**config.mk**
```make
export PLATFORM = sky130hd
export DESIGN_NAME = animTimer
export DESIGN_NICKNAME = d
export VERILOG_FILES = /design/src/source/animTimer.sv
export VERILOG_INCLUDE_DIRS = /design/src /design/src/source
export SDC_FILE = /design/constraint.sdc
export NUM_CORES = 1
export LEC_CHECK = 0
export BUFFER_PORTS_ARGS = -buffer_cell sky130_fd_sc_hd__buf_2
export CORE_ASPECT_RATIO = 1.1
export CORE_MARGIN = 1.5
export CORE_UTILIZATION = 51
export DETAILED_ROUTE_END_ITERATION = 8
export GPL_TIMING_DRIVEN = 1
export HOLD_SLACK_MARGIN = 0.1
export PLACE_DENSITY_LB_ADDON = 0.3
export SETUP_SLACK_MARGIN = 0.3
export SYNTH_ARGS = -nofsm -noshare
export SYNTH_HDL_FRONTEND = slang
export SYNTH_SLANG_ARGS = --single-unit
```
**constraint.sdc**
```tcl
create_clock -name clk24m -period 1.8 [get_ports clk24m]
set_input_delay 0.09 -clock clk24m [delete_from_list [all_inputs] [get_ports clk24m]]
set_output_delay 0.09 -clock clk24m [all_outputs]
set_load 0.02 [all_outputs]
```
**src/source/lspc_consts.svh**
```systemverilog
`ifndef LSPC_CONSTS_SVH
`define LSPC_CONSTS_SVH

// VRAM word address width, 2048 words
`define LSPC_VRAM_AW 11

// Clock cycles in one raster line
`define LSPC_LINE_CYCLES 8

// Raster lines in one frame
`define LSPC_LINES 264

// Video mode bit in the mode readback, 0 is NTSC
`define LSPC_VMODE 1'b0

// Width of the access slot counter
// CPU gets the slot when it is all ones
`define LSPC_SLOT_BITS 2

`endif

```
**src/source/animTimer.sv**
```systemverilog
`timescale 1ns/1ns
`include "lspc_consts.svh"

module animTimer (
	input  logic        clk24m,
	input  logic        rst,
	input  logic        modeWrite,
	input  logic [15:0] wdata,
	output logic [15:0] lspcMode,
	output logic        vblank,
	output logic [8:0]  rasterLine
);

	localparam int CycW = $clog2(`LSPC_LINE_CYCLES);

	logic [CycW-1:0] cycleCnt;
	logic [8:0]      lineCnt;
	logic            lineEnd;
	logic            frameEnd;
	logic [7:0]      aaSpeed;
	logic            aaDisable;
	logic [7:0]      frameDiv;
	logic [2:0]      aaCount;

	assign lineEnd  = cycleCnt == CycW'(`LSPC_LINE_CYCLES - 1);
	assign frameEnd = lineEnd && (lineCnt == 9'(`LSPC_LINES - 1));

	// Raster position
	always_ff @(posedge clk24m)
	begin
		if (rst)
		begin
			cycleCnt <= '0;
			lineCnt  <= 9'd0;
			vblank   <= 1'b0;
		end
		else
		begin
			vblank <= frameEnd;
			if (lineEnd)
			begin
				cycleCnt <= '0;
				if (frameEnd)
					lineCnt <= 9'd0;
				else
					lineCnt <= lineCnt + 9'd1;
			end
			else
				cycleCnt <= cycleCnt + 1'b1;
		end
	end

	// Mode register and auto-animation, stepped once per vblank
	always_ff @(posedge clk24m)
	begin
		if (rst)
		begin
			aaSpeed   <= 8'h00;
			aaDisable <= 1'b0;
			frameDiv  <= 8'h00;
			aaCount   <= 3'd0;
		end
		else if (modeWrite)
		begin
			aaSpeed   <= wdata[15:8];
			aaDisable <= wdata[3];
			frameDiv  <= 8'h00;
		end
		else if (vblank)
		begin
			if (!aaDisable && frameDiv == aaSpeed)
			begin
				aaCount  <= aaCount + 3'd1;
				frameDiv <= 8'h00;
			end
			else
				frameDiv <= frameDiv + 8'h01;
		end
	end

	assign rasterLine = lineCnt;

	// Readback layout: line, three zeros, video mode, tile count
	assign lspcMode = {lineCnt, 3'b000, `LSPC_VMODE, aaCount};

endmodule

```
* Word-level counts from Yosys, hierarchy flattened *
Index checks and enable logic that the tools add are counted.
Widths: inputs -> output; s select.

operators by class
  add/sub/neg operators = 4
  multipliers = 0
  div/mod/pow operators = 0
  order comparisons = 0
  eq/ne operators = 3
  shift operators = 0
  multiplexer cells = 2
  bitwise operators = 1
  reduce and logical (&&, ||, !) cells = 6

operators by type and width
  kind                 number
  $add 9x1->9 const B  1
  $eq 9x9->1 const B   1
  $mux 9               1
  $add 8x1->8 const B  1
  $eq 8x8->1           1
  $mux 8               1
  $add 3x1->3 const B  2
  $reduce_or 2->1      2
  $eq 3x3->1 const B   1
  $reduce_and 3->1     1
  $logic_and 1x1->1    2
  $logic_not 1->1      1
  $not 1->1            1

word-level totals
  register bits after elaboration = 33
  latch bits = 0
  RAM bits = 0
  bits in read-only memories = 0
  output and inout bits = 26
  word-level logic and storage cells = 23
  memories kept = 0

* Depth between registers and ports, before layout *
  depth in word-level cells = 3
  gate-level depth with buffers = 7

* Least setup slack after synthesis *
No wires, ideal clock.

  path type = register to register
  start = register vblank
  end = register aaCount[0]
  data arrival time = 1484 ps
  data required time = 1677 ps
  slack = 193 ps
  cell stages (with the launch flop) = 6
  path buffers = 1
  clock period less this slack = 1607 ps
  cell sequence = dfxtp_1 -> buf_2 -> and2b_1 -> nand4_2 -> nor4_4 -> mux2_1

on the way
  longest elaborated chain between the ends = 1

RTL lines
  item                               RTL line         source
  from (decl)                        animTimer.sv:10  output logic vblank,
  from (signal assigned)             animTimer.sv:39  vblank <= frameEnd;
  $reduce_and 3->1 (no source line)  -
  to (signal assigned)               animTimer.sv:73  aaCount <= aaCount + 3'd1;
  to (decl)                          animTimer.sv:23  logic [2:0] aaCount;

Every way passes these cells.
A chain may end at the register's enable or synchronous reset.

* Worst setup path after layout *
  start = register frameDiv[1]
  end = register aaCount[0]

on the way
  longest elaborated chain between the ends = 3

RTL lines
  item                               RTL line         source
  from (decl)                        animTimer.sv:22  logic [7:0] frameDiv;
  from (signal assigned)             animTimer.sv:77  frameDiv <= frameDiv + 8'h01;
  $eq 8x8->1                         animTimer.sv:71  if (!aaDisable && frameDiv == aaSpeed)
  $logic_and 1x1->1                  animTimer.sv:71
  $reduce_and 3->1 (no source line)  -

Every way passes these cells.

==> results by group <==
Die
  • Die Ht: 61.5 um
  • # IOs: 45
  • Starting density of the core: 52.9%
  • Horiz. Die Dim: 56.2 um
  • # rows: 21
  • Core area: 3000 sq um
  • Die area: 3450 sq um

Finish
  • Nets@finish: 231
  • Area Growth Syn to Fin: 29.7%
  • N_diodes: 0
  • Proportion of layout cells with a drive suffix above 1: 38.9%
  • Final Instance Area: 2060 sq um

Synthesis
  • Most instantiated cells after synthesis: 33 x dfxtp_1, 32 x nor2_1, 13 x buf_4, 11 x mux2i_1, 11 x xnor2_1
  • Commonest register cell after synthesis: dfxtp_1
  • Post-synth EDFFs: 0
  • Yosys warns: 0
  • Mapped Cells: 166
  • Area share of the largest cell type after synthesis: 41.7%
  • Avg Cell Area, Syn: 9.55 sq um
  • Mapped Area: 1590 sq um
  • Synth Register Bits: 33
  • Cell taking the most area after synthesis: dfxtp_1
  • Synth cell types: 32
  • Sequential fraction of the synthesis area: 41.7%
  • Area contributors post-synth: dfxtp_1 42%, nor2_1 7.6%, mux2i_1 6.9%, buf_4 6.2%, xnor2_1 6.1%
  • Async S/R FF share, synth: 0%
  • Most common cell in the netlist: dfxtp_1

Timing
  • Final setup TNS: 0 ns
  • Hold slack: 0.140 ns
  • Post-route setup slack: 0.350 ns
  • Final Slew Violations: 0
  • Fmax: 690 MHz
  • Unrepaired setup endpoints after global routing: true
  • Final hold vios: 0
  • Final Setup Violations: 0
  • Fin crit period: 1.45 ns
  • Skew final: 0.00934 ns
  • Final worst path period share: 80.5%

Critical path
  • Slowest CP cell: dfxtp_2
  • Worst r2r src: frameDiv[1]
  • CP required: 2.04 ns
  • CP Launch Type: flop
  • Flop2flop setup slack: 0.35 ns
  • CP endpoint kind: flop
  • Reg-to-reg endpoint: aaCount[0]
  • Worst EP arrival: 1.69 ns
  • Kind of critical path: reg -> reg
  • CP Buf/Inv Count: 0
  • Worst-path cell chain: xnor2_2 > nand3_2 > nor4_4 > mux2_4
  • Top delay family on crit path: simple AND/OR/NAND/NOR gates
  • Max incr delay on CP: 0.42 ns
  • Reg2reg path depth: 4
  • Crit-path max FO: 6

Global route
  • Total grt overflow: 0
  • Largest net degree at the start of global routing: 24
  • Vias in the first global route: 1,136
  • Gr busiest metal: met2
  • M3 GR Usage: 6.93%
  • Met1 GRT Util: 19.9%
  • Initial antenna violation count: 0
  • Met2 Use GR: 35.5%
  • Tot GR Track Use: 19.4%
  • First-pass GRT wire length: 4.95 mm

Worst hold path
  • Min-Delay Path Depth: 2
  • Hold wc startpoint: rst
  • Hold endpoint: aaSpeed[7]
  • Hold WC Path Type: in -> reg

Detailed routing
  • DRT iter0 DRCs: 57
  • Vias: 1,234
  • Routed length per instance: 13.2 um
  • Routed vias/inst: 5.10
  • Drc violations: 0
  • WL final: 3.19 mm
  • Drt first pass iters: 4
  • Detail Route Antenna Nets: 0

Power
  • Leakage power: 0.883 nW
  • Pwr per Cell Area: 716 nW/um^2
  • Worst vdd ir: 0.000780 V
  • Final Total Pwr: 1.47 mW

Placed design
  • DP HPWL: 2.12 mm
  • PortBufs: 33
  • Gpl congestion: 0.760
  • Pre-CTS setup slack: 0.179 ns
  • Placed Area: 1710 sq um

Clock tree
  • CTS buffer count: 5
  • H-tree depth: 2
  • Skew-Pair Late Insertion Delay: 0.34 ns
  • CTS root buf: clkbuf_4
  • Max clock buf depth: 2
  • Clock sink total: 33
  • Worst-path clk slew: 0.10 ns
  • CTS tree: built

Flow run
  • Count of max-cap constraint violations: 0

Run status
  • Status: finished clean
==> sequential cells by signal, summed over array words and instances (netlist names) <==
register,flops
cycleCnt,3
frameDiv,8
aaSpeed,8
rasterLine,9
aaCount,3
aaDisable,1
vblank,1
==> layer usage <==
| metal | part of all wire (%) | wire length, um | vias up |
|---|---|---|---|
| met3 | 3.8 | 122 | 6 |
| met4 | 1.8 | 59 | 0 |
| met2 | 54 | 1710 | 23 |
| met5 | 0 | 0 | - |
| li1 | - | - | 621 |
| met1 | 41 | 1300 | 584 |
==> how the worst max path moves through the flow <==
stage | startpoint | endpoint | slack [ns] | depth (start not counted)
floorplan | vblank | aaCount[0] | 0.30 | 5
global placement | cycleCnt[0] | rasterLine[1] | 0.24 | 6
detailed placement | cycleCnt[0] | rasterLine[1] | 0.18 | 6
CTS | cycleCnt[0] | rasterLine[1] | 0.30 | 6
global route | frameDiv[1] | aaCount[0] | 0.28 | 4
finish | frameDiv[1] | aaCount[0] | 0.35 | 4
==> cell type report <==
class / count / area [sq um]
Fill cell: 240 / 940
Multi-Input combinational cell: 117 / 932
Sequential cell: 33 / 681
Timing Repair Buffer: 49 / 308
Clock buffer: 6 / 51.3
Tap cell: 34 / 42.5
Clock inverter: 2 / 37.5
Inverter: 1 / 3.75
==> logic make-up (layout without fill, tap and decap cells) <==
family	count (synthesis)	in the layout	share of synthesized area (%)
compound gates	3	3	2.21
mux	13	13	8.37
xor+xnor	22	22	12.6
other cells	1	4	0.237
simple gates	70	70	23.1
flops	33	33	41.7
buf+inv	19	58	7.81
fa+ha+maj	5	5	3.95
==> what timing repair did <==
action,in CTS,in global routing
buffers inserted,0,4
hold endpoints to repair,9,0
hold buffers,9,0
gates resized for setup,9,23
pin swaps,0,8
setup endpoints to repair,9,17
==> through the flow <==
stage | utilization, % | cells
after floorplan | - | 169
after global placement | 57.0 | 221
after detailed placement | 57.0 | 221
after CTS | 64.1 | 238
after global routing | 68.6 | 242
final | 68.6 | 242
==> cell usage in the layout, fill, tap and decap left out, drive strengths merged, types with 2 or more instances in the layout <==
cell / count
and2: 2
nand2b: 5
buf: 40
xor2: 10
dlygate4sd3: 9
mux2i: 11
xnor2: 12
nand4: 8
mux2: 2
clkbuf: 6
nor2: 32
nor4: 3
nor2b: 2
nand2: 7
conb: 4
ha: 5
nand3: 5
dfxtp: 33
and3: 2
==> power by group <==
group | leakage [nW] | internal (mW) | total, mW | switching (mW)
Combinational | 0.564 | 0.0655 | 0.132 | 0.0666
Clock | 0.0445 | 0.330 | 0.576 | 0.246
Sequential | 0.275 | 0.748 | 0.764 | 0.0162
(Power assumes the default switching activity.)
