<file path="config.mk">
export PLATFORM = sky130hd
export DESIGN_NAME = cpuBus
export DESIGN_NICKNAME = d
export VERILOG_FILES = /design/src/source/lspc_consts.svh /design/src/source/lspc_pkg.sv /design/src/source/cpuBus.sv
export SDC_FILE = /design/constraint.sdc
export NUM_CORES = 1
export LEC_CHECK = 0
export ABC_CLOCK_PERIOD_IN_PS = 6900
export BUFFER_PORTS_ARGS = -buffer_cell sky130_fd_sc_hd__buf_2
export CAP_MARGIN = 30
export CORE_MARGIN = 5
export CORE_UTILIZATION = 42
export DETAILED_ROUTE_END_ITERATION = 16
export GPL_ROUTABILITY_DRIVEN = 0
export PLACE_DENSITY = 0.8
export SLEW_MARGIN = 25
export SYNTH_ARGS = -nofsm -noshare
export SYNTH_HDL_FRONTEND = slang
export SYNTH_SLANG_ARGS = --single-unit
</file>
<file path="constraint.sdc">
create_clock -name clk24m -period 6.9 [get_ports clk24m]
set_input_delay 0.345 -clock clk24m [delete_from_list [all_inputs] [get_ports clk24m]]
set_output_delay 0.345 -clock clk24m [all_outputs]
set_load 0.1 [all_outputs]
</file>
<file path="src/source/lspc_consts.svh">
`ifndef LSPC_CONSTS_SVH
`define LSPC_CONSTS_SVH

// VRAM word address width, 2048 words
`define LSPC_VRAM_AW 11

// Clock cycles in one raster line
`define LSPC_LINE_CYCLES 8

// Raster lines in one frame
`define LSPC_LINES 264

// Video mode bit in the mode readback, 0 is NTSC
`define LSPC_VMODE 1'b0

// Width of the access slot counter
// CPU gets the slot when it is all ones
`define LSPC_SLOT_BITS 2

`endif

</file>
<file path="src/source/lspc_pkg.sv">
package lspc_pkg;

	// Host register map, addresses 4 to 7 are left unnamed
	typedef enum logic [2:0]
	{
		regVramAddr = 3'd0,
		regVramRw   = 3'd1,
		regVramMod  = 3'd2,
		regLspcMode = 3'd3
	} regAddrE;

	// Bus unit handshake states
	typedef enum logic [1:0]
	{
		busIdle,
		busWait,
		busAck
	} busStateE;

	// Commands from the bus unit to the VRAM access unit
	typedef enum logic [1:0]
	{
		cmdSetAddr,
		cmdSetMod,
		cmdWrite,
		cmdRead
	} vramCmdE;

	// VRAM access unit states
	typedef enum logic
	{
		vramIdle,
		vramSlotWait
	} vramStateE;

endpackage

</file>
<file path="src/source/cpuBus.sv">
`timescale 1ns/1ns

module cpuBus (
	input  logic                  clk24m,
	input  logic                  rst,
	input  logic                  req,
	output logic                  ack,
	input  logic [2:0]            addr,
	input  logic                  we,
	input  logic [15:0]           wdata,
	output logic [15:0]           rdata,
	output logic                  vramStart,
	output lspc_pkg::vramCmdE     vramCmd,
	input  logic                  vramDone,
	input  logic [15:0]           vramRdata,
	input  logic [15:0]           vramMod,
	output logic                  modeWrite,
	input  logic [15:0]           lspcMode
);

	lspc_pkg::busStateE state;
	lspc_pkg::vramCmdE  cmdNext;
	logic               useVram;
	logic               modeWr;
	logic               accessDone;
	logic [15:0]        readWord;

	// Register decode, host holds addr and we while req is high
	always_comb
	begin
		useVram = 1'b0;
		modeWr  = 1'b0;
		cmdNext = lspc_pkg::cmdRead;
		readWord = 16'h0000;
		case (lspc_pkg::regAddrE'(addr))
			lspc_pkg::regVramAddr:
			begin
				useVram  = 1'b1;
				cmdNext  = we ? lspc_pkg::cmdSetAddr : lspc_pkg::cmdRead;
				readWord = vramRdata;
			end
			lspc_pkg::regVramRw:
			begin
				useVram  = 1'b1;
				cmdNext  = we ? lspc_pkg::cmdWrite : lspc_pkg::cmdRead;
				readWord = vramRdata;
			end
			lspc_pkg::regVramMod:
			begin
				// Modulo reads are served locally
				useVram  = we;
				cmdNext  = lspc_pkg::cmdSetMod;
				readWord = vramMod;
			end
			lspc_pkg::regLspcMode:
			begin
				modeWr   = we;
				readWord = lspcMode;
			end
			default:
			begin
				// Timer and IRQ registers are not part of this block
				readWord = 16'h0000;
			end
		endcase
	end

	assign accessDone = useVram ? vramDone : 1'b1;

	always_ff @(posedge clk24m)
	begin
		if (rst)
		begin
			state     <= lspc_pkg::busIdle;
			ack       <= 1'b0;
			vramStart <= 1'b0;
			vramCmd   <= lspc_pkg::cmdSetAddr;
			modeWrite <= 1'b0;
		end
		else
		begin
			vramStart <= 1'b0;
			modeWrite <= 1'b0;
			case (state)
				lspc_pkg::busIdle:
				begin
					if (req)
					begin
						vramStart <= useVram;
						vramCmd   <= cmdNext;
						modeWrite <= modeWr;
						state     <= lspc_pkg::busWait;
					end
				end
				lspc_pkg::busWait:
				begin
					if (accessDone)
						state <= lspc_pkg::busAck;
				end
				default:
				begin
					// Four-phase return
					if (!ack)
						ack <= 1'b1;
					else if (!req)
					begin
						ack   <= 1'b0;
						state <= lspc_pkg::busIdle;
					end
				end
			endcase
		end
	end

	// Read word is held until the next read completes
	always_ff @(posedge clk24m)
	begin
		if (state == lspc_pkg::busWait && accessDone && !we)
			rdata <= readWord;
	end

endmodule

</file>
Word level (Yosys, flattened, before mapping):

Cells that the tools add are included.

* output and inout bits: 21
* word-level logic and storage cells: 41
* input port bits: 72
* register bits after elaboration: 23

* reduce and logical (&&, ||, !) cells: 12
* equality and inequality tests: 7
* bitwise gates (word level): 3
* muxes and demuxes: 13

Operators by type and width (count)
* 16-bit case mux with 3 select lines: 1
* 2-bit 2-to-1 mux: 5
* 3-bit by 2-bit equality test with 1-bit output (second input constant): 2
* 2-bit case mux with 3 select lines: 1
* 1-bit 2-to-1 mux: 4
* 2-bit inequality test (second input constant): 2
* 2-bit case mux with 2 select lines: 1
* 4-bit AND reduction: 1
* 2-bit OR reduction: 2
* 4-bit OR reduction: 1
* 3-bit by 1-bit equality test with 1-bit output (second input constant): 1
* 3-bit zero test: 1
* 3-bit by 1-bit inequality test with 1-bit output (second input constant): 1
* 1-bit NOT: 3
* 3-bit nonzero test: 1
* 3-bit OR reduction: 1
* 2-bit by 1-bit equality test with 1-bit output (second input constant): 1
* 1-bit logical AND: 2
* 2-bit zero test: 1
* 1-bit case mux with 2 select lines: 1
* 2-bit AND reduction: 1
* 1-bit zero test: 1

Longest topological paths before layout:

* word-level depth: 6
* mapped depth: 4
* depth with buffers taken out: 3

Worst setup path before layout:

OpenSTA, ideal clock, no wires.

* path type: input-to-reg
* from: in addr[1]
* to: reg rdata[0], enable pin
* data arrival time: 1869 ps
* data required time: 6486 ps
* buffers on the path: 1
* setup time: 414 ps
* stages: 3
* path slack: 4617 ps
* cell sequence: clkbuf_8 > nand2_1 > a211oi_1

* longest elaborated chain between the ends: 6
* elaborated cells between the ends (all ways): 8
* those cells by class: eq/ne: 2; mux: 2; reduce/logical: 4

RTL lines
* start, declared: line cpuBus.sv:8 `input logic [2:0] addr,`
* 3-bit by 1-bit equality test with 1-bit output or 3-bit zero test (tied branches): line cpuBus.sv:35 `case (lspc_pkg::regAddrE'(addr))`
* 2-bit OR reduction (no source line)
* 1-bit case mux with 2 select lines (*): line cpuBus.sv:35
* 1-bit 2-to-1 mux (*): line cpuBus.sv:68 `assign accessDone = useVram ? vramDone : 1'b1;`
* 1-bit logical AND (*) (2 in a row): line cpuBus.sv:118 `if (state == lspc_pkg::busWait && accessDone && !we)`
* end signal, assigned: line cpuBus.sv:119 `rdata <= readWord;`
* end, declared: line cpuBus.sv:11 `output logic [15:0] rdata,`

Every way passes the cells marked *; elsewhere a longest branch is shown, timed or not.
A chain may end at the register's enable or synchronous reset.

Worst setup path in the final report:

* from: in addr[1]
* to: reg rdata[5], enable pin

Same word-level chain as after synthesis.

==> metrics <==
status=finished, final reports clean; Worst Hold Class=in -> reg; H-Tree Depth=1; final core utilization=58.1%; Max Cap Viol=0; final hold violation count=0; unrepaired setup endpoints after global routing=no; WL per Instance=~15 µm; M1 WL=1170 µm; Reg power frac=47.2%; GR Overflow Total=0; Async SR Flop Fraction=0%; Sum Neg Setup Slack=0 ns; ys flop type=edfxtp_1; crit share post-route=21.7%; global-route wire length before repair=around 5100 µm; cell area after synthesis=1210 µm²; slew margin rel.=~60%; combinational power share=between 30% and 40%; Area growth syn-to-layout=32.4%; CTS tree=yes; Final Max Tran Viols=0; worst slew pin tran=0.595 ns; Ys Warns=0; # Post-CTS Setup Buffers=0; Setup CP Type=in -> reg; Syn Area/Cell=between 10 and 15 µm²; clk_skew=0.00287 ns; worst reg2reg path startpoint=state[0]; WHS Endpoint=state[0]; CTS Buf Count=3; Top Layer Used=met4; final setup violating endpoints=0; antenna violations before repair=0; Worst Path Required=between 6 and 7 ns; total die area=4050 µm²; sw frac=around 40%; Clock power frac=18.0%; Yosys reg bits=23; Data arrival, critical path=1.52 ns; CTS Sinks=23; Area contributors post-synth=edfxtp_1, mux2i_1, dfxtp_1; cell count after synthesis=~100; leading area contributor after synthesis=edfxtp_1; DR iter-0 viols=53; Power Internal=213 µW; Root Driver=clkbuf_4; post_cts resized=0; Worst IR Drop VDD=0.118 mV; clock buffer depth=2; sequential area share after synthesis=51.3%; Syn Nets=176; Final Critical Period=1.50 ns; metal3 WL=136 µm; Ant. Diodes=0; vias per cell=between 5 and 6; vias in the first global route=1135; final net count=250; detailed-placement wirelength estimate=2480 µm; Total Routing Usage GR=between 10% and 20%; Pleak=between 0.7 and 0.8 nW; largest net degree at the start of global routing=38; Reg-to-Reg End=rdata[5]; P_sw=136 µW; Clk Latency, worst-skew pair=0.31 ns; Hold Path Stages=2; Cell Pwr Density=around 220 nW/µm²; Synth top area share=39.7%; CTS clk-pin slew, worst paths=0.12 ns; fmax=668 MHz; type of destination of the critical path=flip-flop; Die Span Y=63.7 µm; fraction of layout cells with a size suffix above 1=between 40 and 50%; count of cell types in the netlist=26; worst r2r path cells=3; drt drc=0; First-pass DRT Iterations=4; Core Box Area=2760 µm²; FILL cells=245; met2 wire length=1800 µm; min-delay src=rst; sequential cell area=a little over 600 µm²; I/O Pins=93; buffers added on ports=76; drt total wl=3150 µm; post-detailed-route count of antenna-violating nets=0; Starting Density=between 40% and 50%; r2r setup slk=between 5 and 6 ns; Via Count=roughly 1100; nature of the critical path startpoint=primary input; CTS Hold Bufs=0; Max FO, Critical Path=37; Post-synth EDFFs=16; area occupied by multi-input gates=523 µm²; Die Span X=between 60 and 70 µm; row count=19
## cell families after synthesis
kind of cell    synth area share, %
mux                            13.2
simple gates                   12.7
compound gates                 16.9
flops                          51.3
buf+inv                        5.89
## worst max-delay path by stage
stage,startpoint,to
finish,addr[1],rdata[5]
global route,addr[1],rdata[5]
CTS,addr[1],rdata[8]
detailed placement,addr[1],rdata[8]
global placement,addr[1],rdata[7]
floorplan,addr[1],rdata[0]
## power groups by stage
| stage | sequential (mW) | clock, mW | combinational (mW) |
|---|---|---|---|
| after CTS | 0.165 | 0.0653 | 0.122 |
| after detailed placement | 0.168 | 0 | 0.122 |
| after global routing | 0.167 | 0.0727 | 0.128 |
| final | 0.165 | 0.0629 | 0.121 |
| after global placement | 0.168 | 0 | 0.119 |
| after floorplan | 0.227 | 0 | 0.0347 |
## worst max-delay path: stages
cell and delay, ns:
buf_2 0.47, nand2_1 0.19, a211oi_2 0.24, buf_4 0.26
## per-stage QoR
stage,area [µm²],power (mW),cells,worst slack (ns),hold WS [ns]
detailed placement,1570,0.290,204,5.06,0.460
global placement,1570,0.287,204,5.10,0.453
floorplan,1210,0.261,104,4.62,0.414
CTS,1600,0.353,208,5.40,0.251
finish,1600,0.349,208,5.40,0.263
global route,1600,0.367,208,5.28,0.245
## area by class of cell
type | count | area share [%]
clock buffers | 3 | 1.41
well taps | 31 | 2.42
flip-flops and latches | 23 | 38.7
inverters | 1 | 0.234
repair buffers | 77 | 24.2
multi-input cells | 72 | 32.7
clock inverters | 1 | 0.312
## state kept, by name, summed over array words and instances (netlist names)
register and count:
ack 1, modeWrite 1, state 2, vramStart 1, vramCmd 2, rdata 16
## synth_stat cells (2+ instances only)
cell,count
dfxtp_1,7
nor4_1,2
buf_2,3
mux2i_1,16
clkbuf_1,2
nor2_1,21
a211oi_1,18
o21a_1,2
edfxtp_1,16
## layer usage
metal	GRT usage [%]	vias to the layer above
met4	7.79	0
met5	0	-
met2	29.9	33
li1	-	542
met3	2.49	4
met1	16.4	507
## placed cells by master, fill, tap and decap left out
cell,count
a21oi_1,1
buf_2,76
clkinv_2,1
a211oi_1,17
a311oi_1,1
inv_1,1
nor2_1,21
nor3b_2,1
a211oi_2,1
o21ai_2,1
o21ai_4,1
nor2b_1,1
nand2_1,1
edfxtp_1,16
nand3_1,1
a2111oi_2,1
nand3b_1,1
nor2b_4,1
dfxtp_1,7
o21a_1,2
clkbuf_4,3
mux2i_1,16
and3b_1,1
nor3_1,1
nor4_1,2
buf_4,1
Power figures use the tool's default switching activity.
